### src/rtl/toccata_pkg.sv
// ==============================
// Toccata shared definitions
// Bus regions, codec register map and bit positions
// ==============================
package toccata_pkg;

    // Region select from addr[14], addr[13], addr[11]
    typedef enum logic [2:0] {
        REGION_STATUS = 3'b000,  // 0x0000
        REGION_FIFO   = 3'b010,  // 0x2000-0x27ff
        REGION_INDEX  = 3'b110,  // 0x6000-0x67ff
        REGION_CODEC  = 3'b111   // 0x6800 and up
    } bus_region_e;

    typedef enum logic [1:0] {
        PLAY_IDLE,   // Playback disabled
        PLAY_FETCH,  // Collecting frame bytes
        PLAY_HOLD    // Frame complete, waiting for tick
    } play_state_e;

    typedef logic signed [15:0] sample_t;  // Two's complement audio

    // AD1848 indirect register file
    localparam int CODEC_REG_COUNT = 16;
    localparam logic [7:0] CODEC_RESET_VALUES [CODEC_REG_COUNT] = '{
        8'h00, 8'h00, 8'h00, 8'h80,  // Regs 3 to 5 aux input, muted
        8'h80, 8'h80, 8'h80, 8'h80,  // Regs 6 and 7 DAC, muted
        8'h00, 8'h10, 8'h00, 8'h00,  // Reg 9 interface config
        8'h0a, 8'h00, 8'h00, 8'h00   // Reg 12 misc, read only
    };
    localparam logic [7:0] CODEC_INDEX_RESET = 8'h40;

    localparam int REG_LEFT_DAC  = 6;
    localparam int REG_RIGHT_DAC = 7;
    localparam int REG_FORMAT    = 8;   // Bit 4 stereo, bit 6 16-bit
    localparam int REG_IFACE     = 9;   // Bit 0 playback enable
    localparam int REG_TEST      = 11;  // Bit 6 underrun

    // Card status register
    localparam int STATUS_RESET       = 1;
    localparam int STATUS_FIFO_CODEC  = 2;
    localparam int STATUS_FIFO_PLAY   = 4;
    localparam int STATUS_PLAY_INTENA = 7;

    // IRQ register, read at the status address
    localparam int IRQ_PLAY_HALF = 3;
    localparam int IRQ_INT_N     = 7;  // Active low summary
    localparam logic [7:0] IRQ_IDLE = 8'h80;

endpackage

### src/rtl/toccata_volume.sv
// ==============================
// Toccata output volume
// Per-channel attenuation and mute
// ==============================
`timescale 1ns/1ps

module toccata_volume (
    input  logic                 clk,
    input  logic                 rst,
    input  toccata_pkg::sample_t sample_left,
    input  toccata_pkg::sample_t sample_right,
    input  logic [5:0]           atten_left,   // 1.5 dB steps
    input  logic [5:0]           atten_right,
    input  logic                 mute_left,
    input  logic                 mute_right,
    output toccata_pkg::sample_t out_left,
    output toccata_pkg::sample_t out_right
);
    import toccata_pkg::*;

    sample_t left_att;
    sample_t right_att;

    // About 6 dB per shift, lower two attenuation bits ignored
    assign left_att  = sample_left >>> atten_left[5:2];
    assign right_att = sample_right >>> atten_right[5:2];

    always_ff @(posedge clk) begin
        if (rst) begin
            out_left  <= '0;
            out_right <= '0;
        end else begin
            if (mute_left) out_left <= '0;
            else           out_left <= left_att;
            if (mute_right) out_right <= '0;
            else            out_right <= right_att;
        end
    end

endmodule
### config.mk
export PLATFORM = sky130hd
export DESIGN_NAME = toccata_volume
export DESIGN_NICKNAME = d
export VERILOG_FILES = /design/src/rtl/toccata_pkg.sv /design/src/rtl/toccata_volume.sv
export SDC_FILE = /design/constraint.sdc
export NUM_CORES = 1
export LEC_CHECK = 0
export ABC_AREA = 1
export BUFFER_PORTS_ARGS = -buffer_cell sky130_fd_sc_hd__buf_2
export CELL_PAD_IN_SITES_DETAIL_PLACEMENT = 0
export CELL_PAD_IN_SITES_GLOBAL_PLACEMENT = 2
export CORE_MARGIN = 2
export CORE_UTILIZATION = 26
export DETAILED_ROUTE_END_ITERATION = 16
export PLACE_DENSITY = 0.88
export SLEW_MARGIN = 20
export SYNTH_ARGS = -nofsm -noshare
export SYNTH_HDL_FRONTEND = slang
export SYNTH_SLANG_ARGS = --single-unit
### constraint.sdc
create_clock -name clk -period 2.4 [get_ports clk]
set_clock_uncertainty 0.2 [all_clocks]
set_input_delay 0.24 -clock clk [delete_from_list [all_inputs] [get_ports clk]]
set_output_delay 0.24 -clock clk [all_outputs]
set_load 0.02 [all_outputs]
==> impl_metrics.prom <==
# TYPE chip_impl_metric gauge
chip_impl_info{name="outcome",value="complete, no violations"} 1
chip_impl_metric{name="antenna_cells_inserted",unit=""} 0
chip_impl_metric{name="layout-drive-gt1-share",unit="%"} 21.9
chip_impl_metric{name="setup_violations",unit=""} 0
chip_impl_metric{name="fmax",unit="MHz"} 686
chip_impl_metric{name="total_leakage_power",unit="µW"} 0.00139
chip_impl_metric{name="post-route-min-period",unit="ns"} 1.46
chip_impl_info{name="cts-root-buf",value="clkbuf_8"} 1
chip_impl_info{name="setup_repair_after_global_routing_missed_its_margin",value="false"} 1
chip_impl_info{name="crit_path_start",value="atten_right[4]"} 1
chip_impl_metric{name="grt-ovfl-total",unit=""} 0
chip_impl_metric{name="syn_to_final_growth",unit="%"} 21.3
chip_impl_metric{name="portBuffers",unit=""} 75
chip_impl_metric{name="drv_cap",unit=""} 0
chip_impl_metric{name="min_period_over_period",unit="%"} 60.7
chip_impl_metric{name="postCtsSetupBuffers",unit=""} 0
chip_impl_metric{name="vias_per_cell",unit=""} 4.64
chip_impl_metric{name="synth.net_count",unit=""} 410
chip_impl_metric{name="synth_warnings",unit=""} 0
chip_impl_metric{name="route.final.wire_length",unit="µm"} 6250
chip_impl_metric{name="final_net_count",unit=""} 472
chip_impl_metric{name="post_synth_inst_count",unit=""} 362
chip_impl_metric{name="timing.critical_path.required",unit="ns"} 2.37
chip_impl_metric{name="power",unit="µW"} 1360
chip_impl_metric{name="wl_per_cell",unit="µm"} 11.8
chip_impl_metric{name="fill_cells",unit=""} 945
chip_impl_metric{name="final_design_area_excluding_fillers",unit="mm²"} 0.00259
chip_impl_metric{name="netlist_area",unit="mm²"} 0.00214
chip_impl_info{name="yosys_most_used_dff",value="dfxtp_1"} 1
chip_impl_metric{name="globalplace.congestion",unit=""} 0.800
chip_impl_metric{name="height_of_the_chip",unit="µm"} 94.7
chip_impl_metric{name="cts-resized-gates",unit=""} 0
chip_impl_metric{name="finalSetupTns",unit="ns"} 0
chip_impl_metric{name="detailedPlace.worstSlack",unit="ns"} 0.643
chip_impl_metric{name="drt_pre_antenna_iters",unit=""} 5
chip_impl_metric{name="numClockSinks",unit=""} 32
chip_impl_metric{name="clkTransAtPathRegs",unit="ns"} 0.06
chip_impl_info{name="hold_class",value="in2reg"} 1
chip_impl_metric{name="synth_seq_cells",unit=""} 32
chip_impl_metric{name="maximum_net_fanout_on_the_critical_path",unit=""} 17
chip_impl_metric{name="finalHoldViolCount",unit=""} 0
chip_impl_metric{name="ctsLongestPathBuffers",unit=""} 2
chip_impl_metric{name="vias",unit=""} 2458
chip_impl_metric{name="power.density_cell_area",unit="mW/mm²"} 525
chip_impl_metric{name="grt_use_total",unit="%"} 14.9
chip_impl_metric{name="floorplan.rows",unit=""} 33
chip_impl_metric{name="core_area",unit="mm²"} 0.00809
chip_impl_metric{name="slew_headroom",unit="%"} 69.5
chip_impl_metric{name="yosysSeqAreaShare",unit="%"} 29.9
chip_impl_metric{name="hpwl",unit="µm"} 4990
chip_impl_metric{name="effective_utilization_at_floorplan",unit="%"} 26.4
chip_impl_info{name="path_class",value="in2reg"} 1
chip_impl_metric{name="synthDistinctLibCells",unit=""} 16
chip_impl_metric{name="mean_syn_cell_area",unit="µm²"} 5.91
chip_impl_metric{name="via_count_of_the_first_global_routing_pass",unit=""} 2343
chip_impl_info{name="yosys-top-cells-area",value="dfxtp_1 (30%), nand2_1 (25%), nand3_1 (22%), a21oi_1 (5.8%), buf_6 (4.2%)"} 1
chip_impl_metric{name="grt_first_pass_wirelength",unit="µm"} 10600
chip_impl_metric{name="num_io_pins",unit=""} 80
chip_impl_metric{name="cts_hold_buf",unit=""} 0
chip_impl_info{name="cp-end-kind",value="register"} 1
chip_impl_info{name="yosysMostFrequentCell",value="nand2_1"} 1
chip_impl_metric{name="detail-route-antenna-nets",unit=""} 0
chip_impl_metric{name="detail_route.iter0.violations",unit=""} 137
chip_impl_metric{name="clock_tree.htree_level_count",unit=""} 2
chip_impl_info{name="crit_path_start_kind",value="primary input"} 1
chip_impl_metric{name="pins_over_their_slew_limit",unit=""} 0
chip_impl_metric{name="arrival",unit="ns"} 1.43
chip_impl_info{name="worstSetupEndpoint",value="out_right[2]"} 1
chip_impl_metric{name="synth_largest_type_area_fraction",unit="%"} 29.9
chip_impl_metric{name="vdd.ir_drop.worst",unit="mV"} 0.214
chip_impl_metric{name="cts_made_buffers",unit=""} 5
chip_impl_metric{name="chipWidth",unit="µm"} 94.7
chip_impl_info{name="yosys.area.top_type",value="dfxtp_1"} 1
chip_impl_metric{name="place_area",unit="mm²"} 0.00250
chip_impl_metric{name="pin_count_of_the_biggest_net_entering_global_routing",unit=""} 19
chip_impl_metric{name="worst_slack_setup_final",unit="ns"} 0.943
chip_impl_metric{name="timing_worst_slew_pin_value",unit="ns"} 0.457
chip_impl_metric{name="synth-async-reset-ratio",unit="%"} 0
chip_impl_info{name="tritoncts",value="yes"} 1
chip_impl_metric{name="residual_drc",unit=""} 0
chip_impl_metric{name="fp.dieArea",unit="mm²"} 0.00897
chip_impl_metric{name="synth_enable_flop_cells",unit=""} 0
chip_impl_info{name="synth_top_cells_by_count",value="nand2_1 (143), nand3_1 (94), dfxtp_1 (32)"} 1
chip_impl_metric{name="antenna_found_initial",unit=""} 0
[report_power, final]
part	total (µW)	switching [µW]	internal, µW
Sequential	564	6.32	558
Clock	419	214	205
Combinational	379	253	126
Total	1360	473	889
[cells in the final DEF (no fill, tap or decap), types with 2 or more instances in the layout]
cell type | Yosys | routed
a21oi_1 | 25 | 25
buf_2 | 7 | 75
clkbuf_8 | 0 | 5
clkinvlp_4 | 0 | 2
dfxtp_1 | 32 | 32
inv_1 | 11 | 11
inv_2 | 2 | 2
inv_6 | 2 | 2
nand2_1 | 143 | 143
nand2_2 | 4 | 4
nand3_1 | 94 | 94
nand3_2 | 2 | 2
nor2_1 | 18 | 18
o21ai_0 | 3 | 3
o21ai_1 | 5 | 5
[how the worst min path moves through the flow]
stage,start,to,slack (ns),cells after the start
finish,sample_right[15],out_right[15],0.04,3
global route,sample_right[15],out_right[15],0.06,3
CTS,sample_right[15],out_right[15],0.04,3
detailed placement,sample_right[15],out_right[15],0.33,3
global placement,sample_right[15],out_right[15],0.35,3
floorplan,sample_left[15],out_left[15],0.17,2
[registers in the layout (all words and copies together) (netlist names)]
register,count
out_right,16
out_left,16
[through the flow]
stage                     hold slack (ns)  std cells  util, %
after floorplan                     0.174        362        -
after global placement              0.345        522     30.9
after detailed placement            0.335        522     30.9
after CTS                          0.0359        530     32.1
after global routing               0.0615        530     32.1
final                              0.0401        530     32.1
[worst max-delay path: stages]
cell,delay [ns]
buf_2,0.20
clkinv_1,0.40
nand3_1,0.24
nand2_1,0.06
o21ai_0,0.22
nor2_1,0.07
[logic make-up (layout without fill, tap and decap cells)]
family	Yosys count	after routing	synth area share (%)
AOI/OAI and AO/OA	33	33	7.72
buffers and inverters	36	99	10.0
DFF	32	32	29.9
and+or+nand+nor	261	261	52.3
[final cells by class]
| class | count | area [µm²] | share of cell area, % |
|---|---|---|---|
| Clock buffer | 5 | 68.8 | 2.65 |
| Clock inverter | 3 | 23.8 | 0.916 |
| Inverter | 16 | 70.1 | 2.70 |
| Multi-Input combinational cell | 294 | 1280 | 49.5 |
| Sequential cell | 32 | 641 | 24.7 |
| Tap cell | 105 | 131 | 5.06 |
| Timing Repair Buffer | 75 | 375 | 14.5 |
[routing by layer]
metal	GRT usage (%)	routed length (µm)
met2	24.4	2860
met5	0	0
met3	3.43	328
met4	3.86	92
met1	19.7	2970
No activity file was read; power rests on OpenSTA's default activity.
