===== src/rtl/toccata_pkg.sv =====
// ==============================
// Toccata shared definitions
// Bus regions, codec register map and bit positions
// ==============================
package toccata_pkg;

    // Region select from addr[14], addr[13], addr[11]
    typedef enum logic [2:0] {
        REGION_STATUS = 3'b000,  // 0x0000
        REGION_FIFO   = 3'b010,  // 0x2000-0x27ff
        REGION_INDEX  = 3'b110,  // 0x6000-0x67ff
        REGION_CODEC  = 3'b111   // 0x6800 and up
    } bus_region_e;

    typedef enum logic [1:0] {
        PLAY_IDLE,   // Playback disabled
        PLAY_FETCH,  // Collecting frame bytes
        PLAY_HOLD    // Frame complete, waiting for tick
    } play_state_e;

    typedef logic signed [15:0] sample_t;  // Two's complement audio

    // AD1848 indirect register file
    localparam int CODEC_REG_COUNT = 16;
    localparam logic [7:0] CODEC_RESET_VALUES [CODEC_REG_COUNT] = '{
        8'h00, 8'h00, 8'h00, 8'h80,  // Regs 3 to 5 aux input, muted
        8'h80, 8'h80, 8'h80, 8'h80,  // Regs 6 and 7 DAC, muted
        8'h00, 8'h10, 8'h00, 8'h00,  // Reg 9 interface config
        8'h0a, 8'h00, 8'h00, 8'h00   // Reg 12 misc, read only
    };
    localparam logic [7:0] CODEC_INDEX_RESET = 8'h40;

    localparam int REG_LEFT_DAC  = 6;
    localparam int REG_RIGHT_DAC = 7;
    localparam int REG_FORMAT    = 8;   // Bit 4 stereo, bit 6 16-bit
    localparam int REG_IFACE     = 9;   // Bit 0 playback enable
    localparam int REG_TEST      = 11;  // Bit 6 underrun

    // Card status register
    localparam int STATUS_RESET       = 1;
    localparam int STATUS_FIFO_CODEC  = 2;
    localparam int STATUS_FIFO_PLAY   = 4;
    localparam int STATUS_PLAY_INTENA = 7;

    // IRQ register, read at the status address
    localparam int IRQ_PLAY_HALF = 3;
    localparam int IRQ_INT_N     = 7;  // Active low summary
    localparam logic [7:0] IRQ_IDLE = 8'h80;

endpackage


===== src/rtl/byte_stream_if.sv =====
// ==============================
// Byte stream link
// Valid/ready bytes plus a flush strobe
// ==============================
`timescale 1ns/1ps

interface byte_stream_if;

    logic       valid;  // Byte on data
    logic       ready;  // Sink accepts this cycle
    logic [7:0] data;
    logic       flush;  // Empty the buffer, beats a write

    modport source (
        output valid,
        output data,
        output flush,
        input  ready
    );

    modport sink (
        input  valid,
        input  data,
        input  flush,
        output ready
    );

endinterface


===== src/rtl/toccata_playback.sv =====
// ==============================
// Toccata playback engine
// Rate tick and frame assembly from FIFO bytes
// ==============================
`timescale 1ns/1ps

module toccata_playback #(
    parameter int SAMPLE_DIV = 642
) (
    input  logic                 clk,
    input  logic                 rst,
    byte_stream_if.sink          rd_stream,
    input  logic                 pen,
    input  logic                 format_16,
    input  logic                 stereo,
    output toccata_pkg::sample_t sample_left,
    output toccata_pkg::sample_t sample_right
);
    import toccata_pkg::*;

    localparam int DIV_W = $clog2(SAMPLE_DIV);

    logic [DIV_W-1:0] div_cnt;
    logic             tick;
    play_state_e      state;
    logic [1:0]       byte_cnt;   // Next frame slot
    logic [1:0]       last_byte;  // Frame length minus one
    logic [7:0]       frame [4];  // L lo, L hi, R lo, R hi
    sample_t          left_word;
    sample_t          right_word;

    // Unsigned 8-bit to signed 16-bit
    function automatic sample_t widen(input logic [7:0] b);
        return {~b[7], b[6:0], 8'h00};
    endfunction

    assign tick      = (div_cnt == DIV_W'(SAMPLE_DIV - 1));
    assign last_byte = {format_16 & stereo, format_16 | stereo};  // 0, 1 or 3
    assign rd_stream.ready = (state == PLAY_FETCH);

    always_comb begin
        if (format_16) begin
            left_word  = {frame[1], frame[0]};  // Low byte first
            right_word = stereo ? {frame[3], frame[2]} : left_word;
        end else begin
            left_word  = widen(frame[0]);
            right_word = stereo ? widen(frame[1]) : left_word;
        end
    end

    always_ff @(posedge clk) begin
        if (rst) begin
            div_cnt      <= '0;
            state        <= PLAY_IDLE;
            byte_cnt     <= '0;
            sample_left  <= '0;
            sample_right <= '0;
        end else begin
            div_cnt <= tick ? '0 : div_cnt + 1'b1;
            if (!pen || rd_stream.flush) begin  // Drop any partial frame
                state    <= PLAY_IDLE;
                byte_cnt <= '0;
            end else begin
                case (state)
                    PLAY_IDLE: state <= PLAY_FETCH;
                    PLAY_FETCH: begin
                        if (rd_stream.valid) begin
                            frame[byte_cnt] <= rd_stream.data;
                            byte_cnt        <= (byte_cnt == last_byte) ? 2'd0 : byte_cnt + 1'b1;
                            if (byte_cnt == last_byte) state <= PLAY_HOLD;
                        end
                    end
                    PLAY_HOLD: begin
                        if (tick) begin  // Underrun just keeps the old frame
                            sample_left  <= left_word;
                            sample_right <= right_word;
                            state        <= PLAY_FETCH;
                        end
                    end
                    default: state <= PLAY_IDLE;
                endcase
            end
        end
    end

endmodule


===== src/flat_wrapper.sv =====
// flat-port wrapper written by rule: the top's interface ports become plain ports
module toccata_playback_flat import toccata_pkg::*;
#(
    parameter int SAMPLE_DIV = 642
)
  (clk, rst, pen, format_16, stereo, sample_left, sample_right, rd_stream_valid, rd_stream_data, rd_stream_flush, rd_stream_ready);
  byte_stream_if rd_stream_i ();
  input  logic clk;
  input  logic rst;
  input  logic pen;
  input  logic format_16;
  input  logic stereo;
  output toccata_pkg::sample_t sample_left;
  output toccata_pkg::sample_t sample_right;
  input wire logic [$bits(rd_stream_i.valid)-1:0] rd_stream_valid;
  input wire logic [$bits(rd_stream_i.data)-1:0] rd_stream_data;
  input wire logic [$bits(rd_stream_i.flush)-1:0] rd_stream_flush;
  output wire logic [$bits(rd_stream_i.ready)-1:0] rd_stream_ready;
  assign rd_stream_i.valid = rd_stream_valid;
  assign rd_stream_i.data = rd_stream_data;
  assign rd_stream_i.flush = rd_stream_flush;
  assign rd_stream_ready = rd_stream_i.ready;
  toccata_playback #(.SAMPLE_DIV(SAMPLE_DIV)) u_core (.clk(clk), .rst(rst), .rd_stream(rd_stream_i), .pen(pen), .format_16(format_16), .stereo(stereo), .sample_left(sample_left), .sample_right(sample_right));
endmodule

===== config.mk =====
export PLATFORM = sky130hd
export DESIGN_NAME = toccata_playback_flat
export DESIGN_NICKNAME = d
export VERILOG_FILES = /design/src/rtl/toccata_pkg.sv /design/src/rtl/byte_stream_if.sv /design/src/rtl/toccata_playback.sv /design/src/flat_wrapper.sv
export SDC_FILE = /design/constraint.sdc
export NUM_CORES = 1
export LEC_CHECK = 0
export BUFFER_PORTS_ARGS = -buffer_cell sky130_fd_sc_hd__buf_2
export CAP_MARGIN = 20
export CORE_ASPECT_RATIO = 0.5
export CORE_UTILIZATION = 40
export CTS_CLUSTER_SIZE = 25
export DETAILED_ROUTE_END_ITERATION = 16
export PLACE_DENSITY = 0.69
export REMOVE_ABC_BUFFERS = 1
export SLEW_MARGIN = 30
export SYNTH_ARGS = -nofsm -noshare
export SYNTH_HDL_FRONTEND = slang
export SYNTH_SLANG_ARGS = --single-unit

===== constraint.sdc =====
create_clock -name clk -period 2.7 [get_ports clk]
set_clock_uncertainty 0.05 [all_clocks]
set_input_delay 0.135 -clock clk [delete_from_list [all_inputs] [get_ports clk]]
set_output_delay 0.135 -clock clk [all_outputs]
set_load 0.05 [all_outputs]

==> impl_results.md <==
- Largest net degree at the start of global routing: 42
- Max_cap viols: 0
- DIE AREA: 8540 µm²
- First-pass GRT wire length: 10.8 mm
- Core area: 7600 µm²
- Crit Path Category: reg2reg
- HPWL after DPL: 4.19 mm
- HP Class: in2reg
- Detailed Routing Iterations Pass 1: 4
- Wire length per cell: 14.2 µm
- DRC Markers: 0
- Actual slew at the worst max-slew pin: about 0.83 ns
- Ports: 48
- CTS tree: built
- Ys Warns: 0
- Fin Setup TNS: 0 ns
- Vias in the first global route: 2364
- Worst Setup Start Kind: register
- Crit path time final: 2.24 ns
- Avg Cell Area, Syn: around 11 µm²
- Fin crit share: 0.828
- Clock tree buffer depth: 2
- FF-to-FF path depth: 4
- Ratio of cells with drive above 1 in the final layout: 0.234
- Final hold violations: 0
- Slew HR: 0.444
- DR vias: 2335
- Synth Register Bits: 78
- Final GP Congestion: roughly 0.75
- Main flop type after synthesis: dfxtp_1
- DIE WIDTH: between 100 and 150 µm
- # nets final: 367
- Cell depth of the worst hold path: 2
- Total Wirelength: 6.50 mm
- Most frequent cell after synthesis: dfxtp_1
- Synth Instances: 297
- Peak Freq: 447 MHz
- Pwr dens: about 630 nW/µm²
- Mapped cell area: between 3000 and 4000 µm²
- Outcome: complete, no violations
- Synth area leader: edfxtp_1
- Top post-synthesis cells by area: edfxtp_1, dfxtp_1, mux2_2
- Commonest cells in the netlist: dfxtp_1, nand2_1, edfxtp_1
- WHS: 0.0152 ns
- FP Rows: 22
- Synthesis-to-finish area growth: 20.4%
- Register area share after synthesis: 0.577
- Clock latency on the worst-skew pair: 0.33 ns
- PortBufs: 47
- Total power draw: roughly 2.5 mW
- Initial Util: 0.430
- Crit-path max FO: 23
- Final core area utilization: 0.517
- Clock slew seen by the registers of the worst setup and hold paths: 0.06 ns
- Vias per inst: ~5.1
- CTS root buf: clkbuf_16
- Iteration-0 DRC Markers: 185
- Unrepaired setup endpoints after global routing: false
- Clock Sinks: 78
- Num CTS Buffers: 9
- Post-synth ARST share: 0
- Number of diodes: 0
- Max Slew Vio Count: 0
- Post-Layout Cell Count: between 400 and 500
- Post-CTS Resized: 0
- H-Tree Depth: 3
- # setup viols final: 0
- Count of different cell masters after synthesis: 39
- Static Leak: 1.46 nW
- Die Ht: 65.9 µm
- Initial antenna violation count: 0
- DP Cell Count: 435
- Peak supply drop: 0.356 mV
- Routed Antenna Nets: 0
- EDFF count, synth: 32
- Post-synth top area share: 0.294
- Gr ovfl total: 0
- Total GRT Usage: 0.168
- CP Data Required Time: 2.85 ns
- Worst Path Arrival: 2.38 ns
- Setup crit end kind: register
[cell type report]
class	count	area [µm²]
tap	108	135
clock inverter	4	47.5
sequential	78	1880
multi-input combinational	196	1280
fill	657	3670
timing repair buffer	58	338
clock buffer	12	236
inverter	3	11.3
[per-layer routing]
layer  GRT usage  vias to the layer above  routed length [µm]
met5           0                        -                   0
met4      0.0552                        0                  86
met3      0.0688                       11                 396
met2       0.309                       48                3230
met1       0.174                     1112                2780
li1            -                     1164                   -
[power breakdown]
part	total, mW	switching [mW]	internal, mW
registers	1.24	0.00574	1.23
logic	0.0986	0.0564	0.0422
clock network	1.15	0.439	0.713
[repair_timing]
action / in CTS / in global routing
hold buffers: 8 / 0
endpoints found under the hold margin: 32 / 0
setup buffers: 0 / 0
[worst max-delay path, stage by stage, from the launching register on]
cell and delay (ns):
dfxtp_1 0.35, or4b_4 0.58, or4_1 0.82, nand2_1 0.20
a21oi_1 0.09
[flip-flops by register name, indices dropped and copies added, names as in the netlist]
signal               flops
u_core.byte_cnt          2
u_core.sample_right     16
u_core.frame            32
u_core.sample_left      16
u_core.div_cnt          10
u_core.state             2
[metrics by stage]
step	cell area, µm²	setup slack, ns
3_5_place_dp	3570	0.474
2_1_floorplan	3160	-0.316
5_1_grt	3930	0.375
3_3_place_gp	3570	0.554
6_report	3930	0.464
4_1_cts	3930	0.465
[path summary, 6_finish.rpt]
kind | startpoint | end | slack (ns)
setup / recovery | u_core.div_cnt[5] | u_core.sample_left[3] | 0.46
setup reg to reg | u_core.div_cnt[5] | u_core.sample_left[3] | 0.46
hold / removal | rd_stream_valid | u_core.state[0] | 0.02
hold reg to reg | u_core.sample_left[5] | u_core.sample_left[5] | 0.39
[cells by family after synthesis]
family,after synthesis,synth area share
DFF,78,0.577
adders and majority gates,6,0.0230
buffers and inverters,23,0.0337
and+or+nand+nor,101,0.149
muxes,29,0.0947
xor gates and xnor gates,8,0.0215
AOI/OAI and AO/OA,52,0.101
[placed cells by master, fill, tap and decap left out, drive strengths merged, types with 4 or more instances in the layout]
master       netlist  final
clkbuf            11     12
dfxtp             46     46
nor2              21     21
nand2             38     38
mux2              15     15
a21oi             27     27
xor2               4      4
xnor2              4      4
and2               5      5
mux2i             14     14
nand3             19     19
buf                9     50
o211ai             8      8
dlygate4sd3        0      8
ha                 6      6
a211oi            10     10
edfxtp            32     32
Note: power is estimated with default switching activity, not from simulation.
