$ cat config.mk
export PLATFORM = sky130hd
export DESIGN_NAME = toccata_bus_regs_flat
export DESIGN_NICKNAME = d
export VERILOG_FILES = /design/src/rtl/toccata_pkg.sv /design/src/rtl/byte_stream_if.sv /design/src/rtl/toccata_bus_regs.sv /design/src/flat_wrapper.sv
export SDC_FILE = /design/constraint.sdc
export NUM_CORES = 1
export LEC_CHECK = 0
export ABC_AREA = 0
export BUFFER_PORTS_ARGS = -buffer_cell sky130_fd_sc_hd__buf_2
export CAP_MARGIN = 20
export CORE_MARGIN = 5
export CORE_UTILIZATION = 54
export CTS_CLUSTER_SIZE = 24
export DETAILED_ROUTE_END_ITERATION = 10
export MAX_ROUTING_LAYER = met4
export PLACE_DENSITY = 0.76
export REMOVE_ABC_BUFFERS = 1
export SLEW_MARGIN = 30
export SYNTH_ARGS = -nofsm -noshare
export SYNTH_HDL_FRONTEND = slang
export SYNTH_SLANG_ARGS = --single-unit
$ cat constraint.sdc
create_clock -name clk -period 5.1 [get_ports clk]
set_input_delay 0.51 -clock clk [delete_from_list [all_inputs] [get_ports clk]]
set_output_delay 0.51 -clock clk [all_outputs]
set_load 0.005 [all_outputs]
$ cat src/rtl/toccata_pkg.sv
// ==============================
// Toccata shared definitions
// Bus regions, codec register map and bit positions
// ==============================
package toccata_pkg;

    // Region select from addr[14], addr[13], addr[11]
    typedef enum logic [2:0] {
        REGION_STATUS = 3'b000,  // 0x0000
        REGION_FIFO   = 3'b010,  // 0x2000-0x27ff
        REGION_INDEX  = 3'b110,  // 0x6000-0x67ff
        REGION_CODEC  = 3'b111   // 0x6800 and up
    } bus_region_e;

    typedef enum logic [1:0] {
        PLAY_IDLE,   // Playback disabled
        PLAY_FETCH,  // Collecting frame bytes
        PLAY_HOLD    // Frame complete, waiting for tick
    } play_state_e;

    typedef logic signed [15:0] sample_t;  // Two's complement audio

    // AD1848 indirect register file
    localparam int CODEC_REG_COUNT = 16;
    localparam logic [7:0] CODEC_RESET_VALUES [CODEC_REG_COUNT] = '{
        8'h00, 8'h00, 8'h00, 8'h80,  // Regs 3 to 5 aux input, muted
        8'h80, 8'h80, 8'h80, 8'h80,  // Regs 6 and 7 DAC, muted
        8'h00, 8'h10, 8'h00, 8'h00,  // Reg 9 interface config
        8'h0a, 8'h00, 8'h00, 8'h00   // Reg 12 misc, read only
    };
    localparam logic [7:0] CODEC_INDEX_RESET = 8'h40;

    localparam int REG_LEFT_DAC  = 6;
    localparam int REG_RIGHT_DAC = 7;
    localparam int REG_FORMAT    = 8;   // Bit 4 stereo, bit 6 16-bit
    localparam int REG_IFACE     = 9;   // Bit 0 playback enable
    localparam int REG_TEST      = 11;  // Bit 6 underrun

    // Card status register
    localparam int STATUS_RESET       = 1;
    localparam int STATUS_FIFO_CODEC  = 2;
    localparam int STATUS_FIFO_PLAY   = 4;
    localparam int STATUS_PLAY_INTENA = 7;

    // IRQ register, read at the status address
    localparam int IRQ_PLAY_HALF = 3;
    localparam int IRQ_INT_N     = 7;  // Active low summary
    localparam logic [7:0] IRQ_IDLE = 8'h80;

endpackage

$ cat src/rtl/byte_stream_if.sv
// ==============================
// Byte stream link
// Valid/ready bytes plus a flush strobe
// ==============================
`timescale 1ns/1ps

interface byte_stream_if;

    logic       valid;  // Byte on data
    logic       ready;  // Sink accepts this cycle
    logic [7:0] data;
    logic       flush;  // Empty the buffer, beats a write

    modport source (
        output valid,
        output data,
        output flush,
        input  ready
    );

    modport sink (
        input  valid,
        input  data,
        input  flush,
        output ready
    );

endinterface

$ cat src/rtl/toccata_bus_regs.sv
// ==============================
// Toccata bus register block
// Status, IRQ, codec registers, FIFO byte writer
// ==============================
`timescale 1ns/1ps

module toccata_bus_regs (
    input  logic          clk,
    input  logic          rst,
    input  logic [15:0]   data_in,
    output logic [15:0]   data_out,
    input  logic [15:1]   addr,
    input  logic          rd,
    input  logic          hwr,
    input  logic          lwr,
    input  logic          sel,
    output logic          toc_int,
    byte_stream_if.source wr_stream,
    input  logic          fifo_empty,
    input  logic          fifo_half_empty,
    output logic          pen,
    output logic          format_16,
    output logic          stereo,
    output logic [5:0]    atten_left,
    output logic [5:0]    atten_right,
    output logic          mute_left,
    output logic          mute_right
);
    import toccata_pkg::*;

    bus_region_e region;
    logic [7:0]  din_byte;       // Byte from the active lane
    logic        lwr_q;          // Edge detect
    logic        hwr_q;
    logic        play_on;        // Play enable from a status byte
    logic [7:0]  index_reg;
    logic [7:0]  codec_regs [CODEC_REG_COUNT];
    logic [7:0]  status;
    logic [7:0]  irq;
    logic        clear_irq;      // Status read seen, clear when sel drops
    logic        hi_pending;     // High byte queued behind the low byte
    logic [7:0]  hi_byte;

    assign region   = bus_region_e'({addr[14], addr[13], addr[11]});
    assign din_byte = lwr ? data_in[7:0] : data_in[15:8];  // Low lane wins
    assign play_on  = din_byte[STATUS_FIFO_CODEC] & din_byte[STATUS_FIFO_PLAY];

    // Fields decoded for playback and volume
    assign pen         = codec_regs[REG_IFACE][0];
    assign stereo      = codec_regs[REG_FORMAT][4];
    assign format_16   = codec_regs[REG_FORMAT][6];
    assign atten_left  = codec_regs[REG_LEFT_DAC][5:0];
    assign mute_left   = codec_regs[REG_LEFT_DAC][7];
    assign atten_right = codec_regs[REG_RIGHT_DAC][5:0];
    assign mute_right  = codec_regs[REG_RIGHT_DAC][7];

    always_ff @(posedge clk) begin
        lwr_q <= lwr;
        hwr_q <= hwr;
        if (rst) begin
            for (int i = 0; i < CODEC_REG_COUNT; i++) begin
                codec_regs[i] <= CODEC_RESET_VALUES[i];
            end
            index_reg       <= CODEC_INDEX_RESET;
            status          <= '0;
            irq             <= IRQ_IDLE;
            clear_irq       <= 1'b0;
            toc_int         <= 1'b0;
            data_out        <= '0;
            hi_pending      <= 1'b0;
            wr_stream.valid <= 1'b0;
            wr_stream.flush <= 1'b1;  // Start with an empty FIFO
        end else begin
            wr_stream.valid <= 1'b0;
            wr_stream.flush <= 1'b0;
            hi_pending      <= 1'b0;
            toc_int         <= !irq[IRQ_INT_N];
            codec_regs[REG_TEST][6] <= fifo_empty;  // Underrun flag

            // ==============================
            // Interrupt sources
            // ==============================
            if (fifo_half_empty && status[STATUS_FIFO_PLAY] && status[STATUS_PLAY_INTENA]) begin
                irq[IRQ_PLAY_HALF] <= 1'b1;
            end
            irq[IRQ_INT_N] <= !(|irq[6:0]);

            if (hi_pending) begin  // Second byte of a word write
                wr_stream.valid <= 1'b1;
                wr_stream.data  <= hi_byte;
            end

            // ==============================
            // Host access
            // ==============================
            if (!sel) begin
                data_out <= '0;
                if (clear_irq) begin
                    irq       <= IRQ_IDLE;
                    clear_irq <= 1'b0;
                end
            end else if (lwr || hwr) begin
                case (region)
                    REGION_STATUS: begin
                        if (din_byte[STATUS_RESET]) begin  // Stop card
                            status          <= '0;
                            wr_stream.flush <= 1'b1;
                            irq             <= IRQ_IDLE;
                            codec_regs[REG_IFACE][0] <= 1'b0;
                        end else begin
                            status <= din_byte;
                            if (din_byte == 8'h01) begin  // Exact match only
                                wr_stream.flush <= 1'b1;
                                irq             <= IRQ_IDLE;
                            end
                            codec_regs[REG_IFACE][0]     <= play_on;
                            codec_regs[REG_LEFT_DAC][7]  <= !play_on;  // Unmute on play
                            codec_regs[REG_RIGHT_DAC][7] <= !play_on;
                        end
                    end
                    REGION_FIFO: begin
                        if (lwr && !lwr_q) begin
                            wr_stream.valid <= 1'b1;
                            wr_stream.data  <= data_in[7:0];
                        end
                        if (hwr && !hwr_q) begin
                            hi_pending <= 1'b1;
                            hi_byte    <= data_in[15:8];
                        end
                        irq[IRQ_PLAY_HALF] <= 1'b0;  // Host is refilling
                    end
                    REGION_INDEX: begin
                        if (lwr) index_reg <= data_in[7:0];
                    end
                    REGION_CODEC: begin
                        if (lwr && index_reg[3:0] != 4'd12) begin  // Reg 12 read only
                            codec_regs[index_reg[3:0]] <= data_in[7:0];
                        end
                    end
                    default: ;
                endcase
            end else if (rd) begin
                case (region)
                    REGION_STATUS: begin
                        data_out  <= {irq, irq};
                        clear_irq <= 1'b1;
                    end
                    REGION_INDEX: data_out <= {8'h00, index_reg};
                    REGION_CODEC: data_out <= {8'h00, codec_regs[index_reg[3:0]]};
                    default:      data_out <= '0;  // FIFO is write only
                endcase
            end
        end
    end

endmodule

$ cat src/flat_wrapper.sv
// flat-port wrapper written by rule: the top's interface ports become plain ports
module toccata_bus_regs_flat import toccata_pkg::*;
  (clk, rst, data_in, data_out, addr, rd, hwr, lwr, sel, toc_int, fifo_empty, fifo_half_empty, pen, format_16, stereo, atten_left, atten_right, mute_left, mute_right, wr_stream_valid, wr_stream_data, wr_stream_flush, wr_stream_ready);
  byte_stream_if wr_stream_i ();
  input  logic clk;
  input  logic rst;
  input  logic [15:0] data_in;
  output logic [15:0] data_out;
  input  logic [15:1] addr;
  input  logic rd;
  input  logic hwr;
  input  logic lwr;
  input  logic sel;
  output logic toc_int;
  input  logic fifo_empty;
  input  logic fifo_half_empty;
  output logic pen;
  output logic format_16;
  output logic stereo;
  output logic [5:0] atten_left;
  output logic [5:0] atten_right;
  output logic mute_left;
  output logic mute_right;
  output wire logic [$bits(wr_stream_i.valid)-1:0] wr_stream_valid;
  output wire logic [$bits(wr_stream_i.data)-1:0] wr_stream_data;
  output wire logic [$bits(wr_stream_i.flush)-1:0] wr_stream_flush;
  input wire logic [$bits(wr_stream_i.ready)-1:0] wr_stream_ready;
  assign wr_stream_valid = wr_stream_i.valid;
  assign wr_stream_data = wr_stream_i.data;
  assign wr_stream_flush = wr_stream_i.flush;
  assign wr_stream_i.ready = wr_stream_ready;
  toccata_bus_regs u_core (.clk(clk), .rst(rst), .data_in(data_in), .data_out(data_out), .addr(addr), .rd(rd), .hwr(hwr), .lwr(lwr), .sel(sel), .toc_int(toc_int), .wr_stream(wr_stream_i), .fifo_empty(fifo_empty), .fifo_half_empty(fifo_half_empty), .pen(pen), .format_16(format_16), .stereo(stereo), .atten_left(atten_left), .atten_right(atten_right), .mute_left(mute_left), .mute_right(mute_right));
endmodule
==> impl_metrics.json, run 1 <==
{
  "post-cts-setup-buffer-count": 0,
  "hp-start": "data_in[13]",
  "hold_path_end": "u_core.hi_byte[5]",
  "critPathArrivalTime_ns": 2.56,
  "slew_violations": 0,
  "drive_gt1_share_pct": 22.26,
  "fin_crit_ns": 2.513,
  "grtUsageTotal_pct": 22.55,
  "largestRegisters": "u_core.codec_regs (128), u_core.data_out (11)",
  "cap_violations": 0,
  "pin_count": 84,
  "tightest_slew_ns": 0.9154,
  "cp-end-kind": "flop",
  "critPathLaunchType": "primary input",
  "clk_path_buf_depth": 2,
  "final_util_pct": 61.88,
  "dr_wl_met2_um": 9303,
  "final_hold_viol_count": 0,
  "antenna_cells": 0,
  "cts.htree.levels": 4,
  "cts_tree": "yes",
  "yosysSeqAreaShare_pct": 61.55,
  "die_h_um": 132.6,
  "ys_seq_elements": 178,
  "dr_wl_met3_um": 1426,
  "finalClockSkew_ns": 0.008722,
  "numCtsBuffers": 17,
  "route.vias.total": 5172,
  "worst-setup-path-type": "in -> reg",
  "synthesis.area_um2": 8115,
  "drtAntennaViolNets": 0,
  "fin_crit_sh_pct": 49.28,
  "core_area_um2": 14640,
  "vdd_drop_max_v": 0.0002523,
  "area_growth_pct": 11.67,
  "power.density_nw_per_um2": 339.9,
  "avgSynthCellArea_um2": 13.11,
  "chipWidth_um": 132.6,
  "setup-tns-final_ns": 0,
  "portBuffers": 70,
  "first_iter_violations": 572,
  "start_util_pct": 55.42,
  "grt-ovfl-total": 0,
  "setup_violations": 0,
  "slew-limit-headroom_pct": 38.89,
  "cts.repair.resized": 0,
  "regToRegSetupSlack_ns": 2.74,
  "top_layer_used": "met4",
  "final_nets": 701,
  "gp_congestion": 0.8278,
  "rows": 44,
  "grt_max_degree": 41,
  "cts_root_buffer": "clkbuf_16",
  "drt_wl_total_um": 18720,
  "yosysWarnings": 0,
  "required_ns": 5.15,
  "min_path_cells": 1,
  "clock_latency_ns": 0.42,
  "die-area_um2": 17580,
  "holdBufCountCts": 0,
  "status": "finished, final reports clean",
  "rsz0062_at_grt": "false",
  "firstDrtPassIters": 5,
  "n_fill_cell": 1113,
  "r2r-end": "u_core.data_out[0]",
  "synth.distinct_cells": 46,
  "hp-class": "in -> reg",
  "cts_sinks": 178,
  "dp_hpwl_um": 12480,
  "regMostFlops": "u_core.codec_regs",
  "vias_per_cell": 6.028,
  "avgRoutedWirePerCell_um": 21.82,
  "grt_pass1_vias": 5164,
  "largest_reg_flops": 128,
  "clk_pin_slew_ns": 0.06,
  "reg2reg_depth": 5,
  "synth_cells": 619,
  "grt_pass1_wl_um": 29200,
  "remaining_drc_errors": 0,
  "crit_fanout": 30,
  "p_leak_nw": 3.297,
  "antenna_found_initial": 0,
  "wl_met1_um": 7412,
  "fmax_mhz": 397.9
}
==> cells by family (layout without fill, tap and decap cells) <==
| family | after synthesis | after routing | synth area share (%) |
|---|---|---|---|
| simple gates | 223 | 223 | 16.11 |
| buf+inv | 63 | 112 | 3.978 |
| other cells | 2 | 8 | 0.09254 |
| mux | 75 | 75 | 12.53 |
| flops | 178 | 178 | 61.55 |
| compound gates | 78 | 78 | 5.735 |
==> worst max path at each step <==
stage | from | to | slack, ns | cells after the start
4_1_cts | rst | u_core.codec_regs[11][2] | 2.53 | 4
2_1_floorplan | rst | u_core.codec_regs[1][0] | 2.73 | 3
3_3_place_gp | rst | u_core.codec_regs[3][1] | 1.89 | 4
6_report | rst | u_core.codec_regs[3][2] | 2.59 | 4
5_1_grt | rst | u_core.hi_byte[6] | 2.50 | 4
3_5_place_dp | rst | u_core.codec_regs[11][5] | 2.07 | 4
==> report_power, final <==
part / leakage (nW) / switching, W / internal, W
Combinational: 1.29 / 0.0000985 / 0.0000519
Clock: 0.274 / 0.000535 / 0.000765
Sequential: 1.73 / 0.0000196 / 0.00161
==> placed cells by master (no fill, tap or decap), types with 3 or more instances in the layout <==
master	n
mux2i_1	42
nand2_1	21
nor2_1	32
buf_2	70
o21ai_0	15
nand2b_1	5
clkinv_1	3
clkbuf_16	17
and3_1	11
clkinvlp_4	5
conb_1	8
buf_4	5
nor3_1	11
nor4b_1	3
nor2b_1	4
mux4_2	20
nor4_1	5
bufinv_16	3
dfxtp_1	34
or2_2	3
a22oi_1	14
and2_1	104
edfxtp_1	143
mux2_2	12
inv_1	5
a31oi_1	14
a21oi_1	17
o21ai_1	10
==> worst max-delay path, cell delays in order <==
cell,delay [ns]
buf_2,0.30
nand3b_1,0.30
or4_1,0.68
o21ai_1,0.75
==> through the flow <==
step	area (um2)	worst slack [ns]	total power [W]	hold slack, ns	cells
2_1_floorplan	7834	2.730	0.001726	0.3979	567
3_3_place_gp	8464	1.892	0.001803	0.4338	826
3_5_place_dp	8464	2.072	0.001811	0.4463	826
4_1_cts	9056	2.526	0.003089	0.2426	858
5_1_grt	9062	2.502	0.003178	0.2706	858
6_report	9062	2.587	0.003081	0.2780	858
==> per-layer routing <==
| layer | track usage, % | vias up |
|---|---|---|
| met5 | - | - |
| met3 | 4.062 | 43 |
| met2 | 35.08 | 255 |
| li1 | - | 2335 |
| met4 | 9.584 | 0 |
| met1 | 29.39 | 2539 |
==> layout make-up <==
cell class,instances,area (um2),area share [%]
flip-flops and latches,178,4996,55.13
clock inverters,15,166.4,1.836
inverters,5,18.77,0.2071
well taps,184,230.2,2.540
multi-input cells,384,2838,31.31
repair buffers,75,387.9,4.280
clock buffers,17,425.4,4.694
==> synthesized netlist by cell type (all sizes together) <==
master / instances / area share, %
mux4: 20 / 5.6
nor4b: 4 / 0.43
o21ai: 25 / 1.5
a21boi: 2 / 0.18
and3: 11 / 0.85
and3b: 2 / 0.22
nand4: 2 / 0.15
or3: 2 / 0.15
mux2: 13 / 1.8
or2: 3 / 0.23
conb: 2 / 0.093
a21oi: 17 / 1.0
nand3b: 2 / 0.18
nor2: 36 / 1.9
nand4b: 1 / 0.18
clkbuf: 23 / 1.1
inv: 5 / 0.23
nand3: 3 / 0.25
o21a: 1 / 0.093
or4: 2 / 0.18
a2bb2oi: 2 / 0.22
dfxtp: 35 / 8.6
nor4: 5 / 0.39
buf: 35 / 2.7
o21bai: 1 / 0.093
nor3: 13 / 1.0
a22oi: 14 / 1.3
and2: 104 / 8.0
nand2: 21 / 0.97
nand2b: 5 / 0.39
a31oi: 14 / 1.1
edfxtp: 143 / 53
and4: 1 / 0.11
mux2i: 42 / 5.2
nor2b: 4 / 0.31
nor3b: 2 / 0.18
o211ai: 2 / 0.18
Note: power is estimated with default switching activity, not from simulation.
==> inputs of run 2 (changes only) <==
- ABC_AREA: 0 -> 1
- CORE_UTILIZATION: 54 -> 53
- PLACE_DENSITY: 0.76 -> 0.78
- clock period: 5.1 -> 2.1 ns (I/O delays scaled with it)
==> impl_metrics.json, run 2 <==
{
  "drtAntennaViolNets": 0,
  "critPathArrivalTime_ns": 2.08,
  "drive_gt1_share_pct": 15.99,
  "start_util_pct": 53.26,
  "final_nets": 1084,
  "final_cell_mix": "240 x nand2_1, 143 x edfxtp_1, 137 x nor2_1, 125 x inv_1, 111 x nand3_1",
  "synth_cells": 959,
  "crit_fanout": 11,
  "synth_edf_count": 143,
  "cap_violations": 0,
  "fmax_mhz": 503.4,
  "worst_slack_ns": 0.1134,
  "numCtsBuffers": 17,
  "area_growth_pct": 16.93,
  "critPathLaunchType": "primary input",
  "cp-end-kind": "flop",
  "route.vias.total": 6744,
  "die_h_um": 135.7,
  "avgRoutedWirePerCell_um": 16.70,
  "post-place-ws_ns": 0.2207,
  "final_hold_viol_count": 0,
  "dp.cells": 1231,
  "post-synth-top-count-cell": "nand2_1",
  "pin_count": 84,
  "clk_path_buf_depth": 2,
  "cts_root_buffer": "clkbuf_16",
  "grtUsageMet2_pct": 37.56,
  "regMostFlops": "u_core.codec_regs",
  "fin_crit_sh_pct": 94.60,
  "fin_crit_ns": 1.987,
  "fin_cells": 1273,
  "largest_reg_flops": 128,
  "dp_hpwl_um": 14020,
  "use_met3_pct": 5.015,
  "antenna_found_initial": 0,
  "dpl_cell_area_um2": 9019,
  "postLayoutCellArea_um2": 9784,
  "final_common_cell": "nand2_1",
  "die-area_um2": 18400,
  "remaining_drc_errors": 0,
  "core_area_um2": 15710,
  "cts_sinks": 178,
  "ys.flop_type": "edfxtp_1",
  "grt_pass1_wl_um": 33580,
  "final_util_pct": 62.27,
  "vdd_drop_max_v": 0.0005977,
  "slew-limit-headroom_pct": 63.85,
  "p_leak_nw": 4.417,
  "antenna_cells": 0,
  "synthArstFlopShare_pct": 0,
  "synthesis.area_um2": 8368,
  "clk_pin_slew_ns": 0.06,
  "worst-setup-path-type": "in -> reg",
  "yosysWarnings": 0,
  "status": "finished, final reports clean",
  "slew_violations": 0,
  "grt.busiest_layer": "met2",
  "first_iter_violations": 759,
  "required_ns": 2.20,
  "power.density_nw_per_um2": 817.8,
  "avgSynthCellArea_um2": 8.726,
  "cts.htree.levels": 4,
  "rsz0062_at_grt": "false",
  "gp_congestion": 0.8849,
  "cts_tree": "yes",
  "grt_pass1_vias": 6502,
  "finalClockSkew_ns": 0.009752,
  "clock_latency_ns": 0.43,
  "rows": 46,
  "grt_max_degree": 37,
  "largestRegisters": "u_core.codec_regs (128), u_core.data_out (11)",
  "yosys-top-cells-area": "edfxtp_1 51%, nand2_1 11%, dfxtp_1 8.4%, nand3_1 6.6%, nor2_1 6.1%",
  "yosysSeqAreaShare_pct": 59.69,
  "drt_wl_total_um": 21260,
  "hp-class": "in -> reg",
  "yosys.area.top_type_share_pct": 51.32,
  "synth.distinct_cells": 29,
  "portBuffers": 70,
  "firstDrtPassIters": 5,
  "synth_top_area_cell": "edfxtp_1",
  "ys_seq_elements": 178,
  "chipWidth_um": 135.7,
  "n_fill_cell": 1239,
  "gr-usage-met1_pct": 31.94,
  "grt-ovfl-total": 0,
  "setup_violations": 0,
  "synth_common_cells": "241 x nand2_1, 143 x edfxtp_1, 137 x nor2_1",
  "vias_per_cell": 5.298,
  "tightest_slew_ns": 0.5416,
  "grtUsageTotal_pct": 24.63
}
-- run 2: cell type report --
type,count,area (um2),share of cell area [%]
Sequential cell,178,4996,51.06
Multi-Input combinational cell,590,2574,26.30
Timing Repair Buffer,121,770.7,7.877
Inverter,136,510.5,5.217
Clock buffer,18,439.2,4.488
Tap cell,216,270.3,2.762
Clock inverter,14,224.0,2.289
-- run 2: power by group --
part           switching, W  internal (W)
Clock               0.00137       0.00216
Sequential        0.0000439       0.00391
Combinational      0.000353      0.000155
-- run 2: per-stage QoR --
| step | power [W] | hold WS [ns] | TNS [ns] |
|---|---|---|---|
| 5_1_grt | 0.008223 | 0.06522 | 0 |
| 4_1_cts | 0.008016 | 0.01798 | 0 |
| 3_5_place_dp | 0.004512 | 0.3453 | 0 |
| 3_3_place_gp | 0.004500 | 0.3441 | 0 |
| 2_1_floorplan | 0.004280 | 0.2377 | -4.545 |
| 6_report | 0.008002 | 0.02804 | 0 |
-- run 2: cells by family (layout without fill, tap and decap cells) --
kind of cell | Yosys count | count (layout) | share of synthesized area, %
AOI/OAI and AO/OA | 65 | 65 | 4.082
buffers and inverters | 197 | 289 | 9.854
DFF | 178 | 178 | 59.69
other | 2 | 8 | 0.08975
and+or+nand+nor | 517 | 517 | 26.29
-- run 2: critical path, stage by stage --
cell	delay [ns]
dlygate4sd3_1	0.52
buf_2	0.21
nand2_2	0.13
nor2_4	0.12
nand3_4	0.14
nor3_4	0.20
nand2_1	0.21
nand2_1	0.34
-- run 2: routing by layer --
layer,wire (um),vias up
li1,-,3216
met1,8683,3138
met2,9935,336
met3,1873,54
met4,764,0
met5,0,-
-- run 2: repair_timing --
action | in CTS | in global routing
hold endpoints to repair | 10 | 0
endpoints found under the setup margin | 0 | 8
hold buffers | 10 | 0
buffers inserted | 0 | 0
resized for setup | 0 | 1
-- run 2: final timing paths --
path,startpoint,endpoint,slack [ns],cells past startpoint
hold reg to reg,u_core.irq[7],u_core.toc_int,0.42,1
hold / removal,fifo_empty,u_core.codec_regs[11][6],0.03,3
setup reg to reg,u_core.index_reg[1],u_core.codec_regs[7][2],0.20,6
setup / recovery,lwr,u_core.codec_regs[7][2],0.11,8
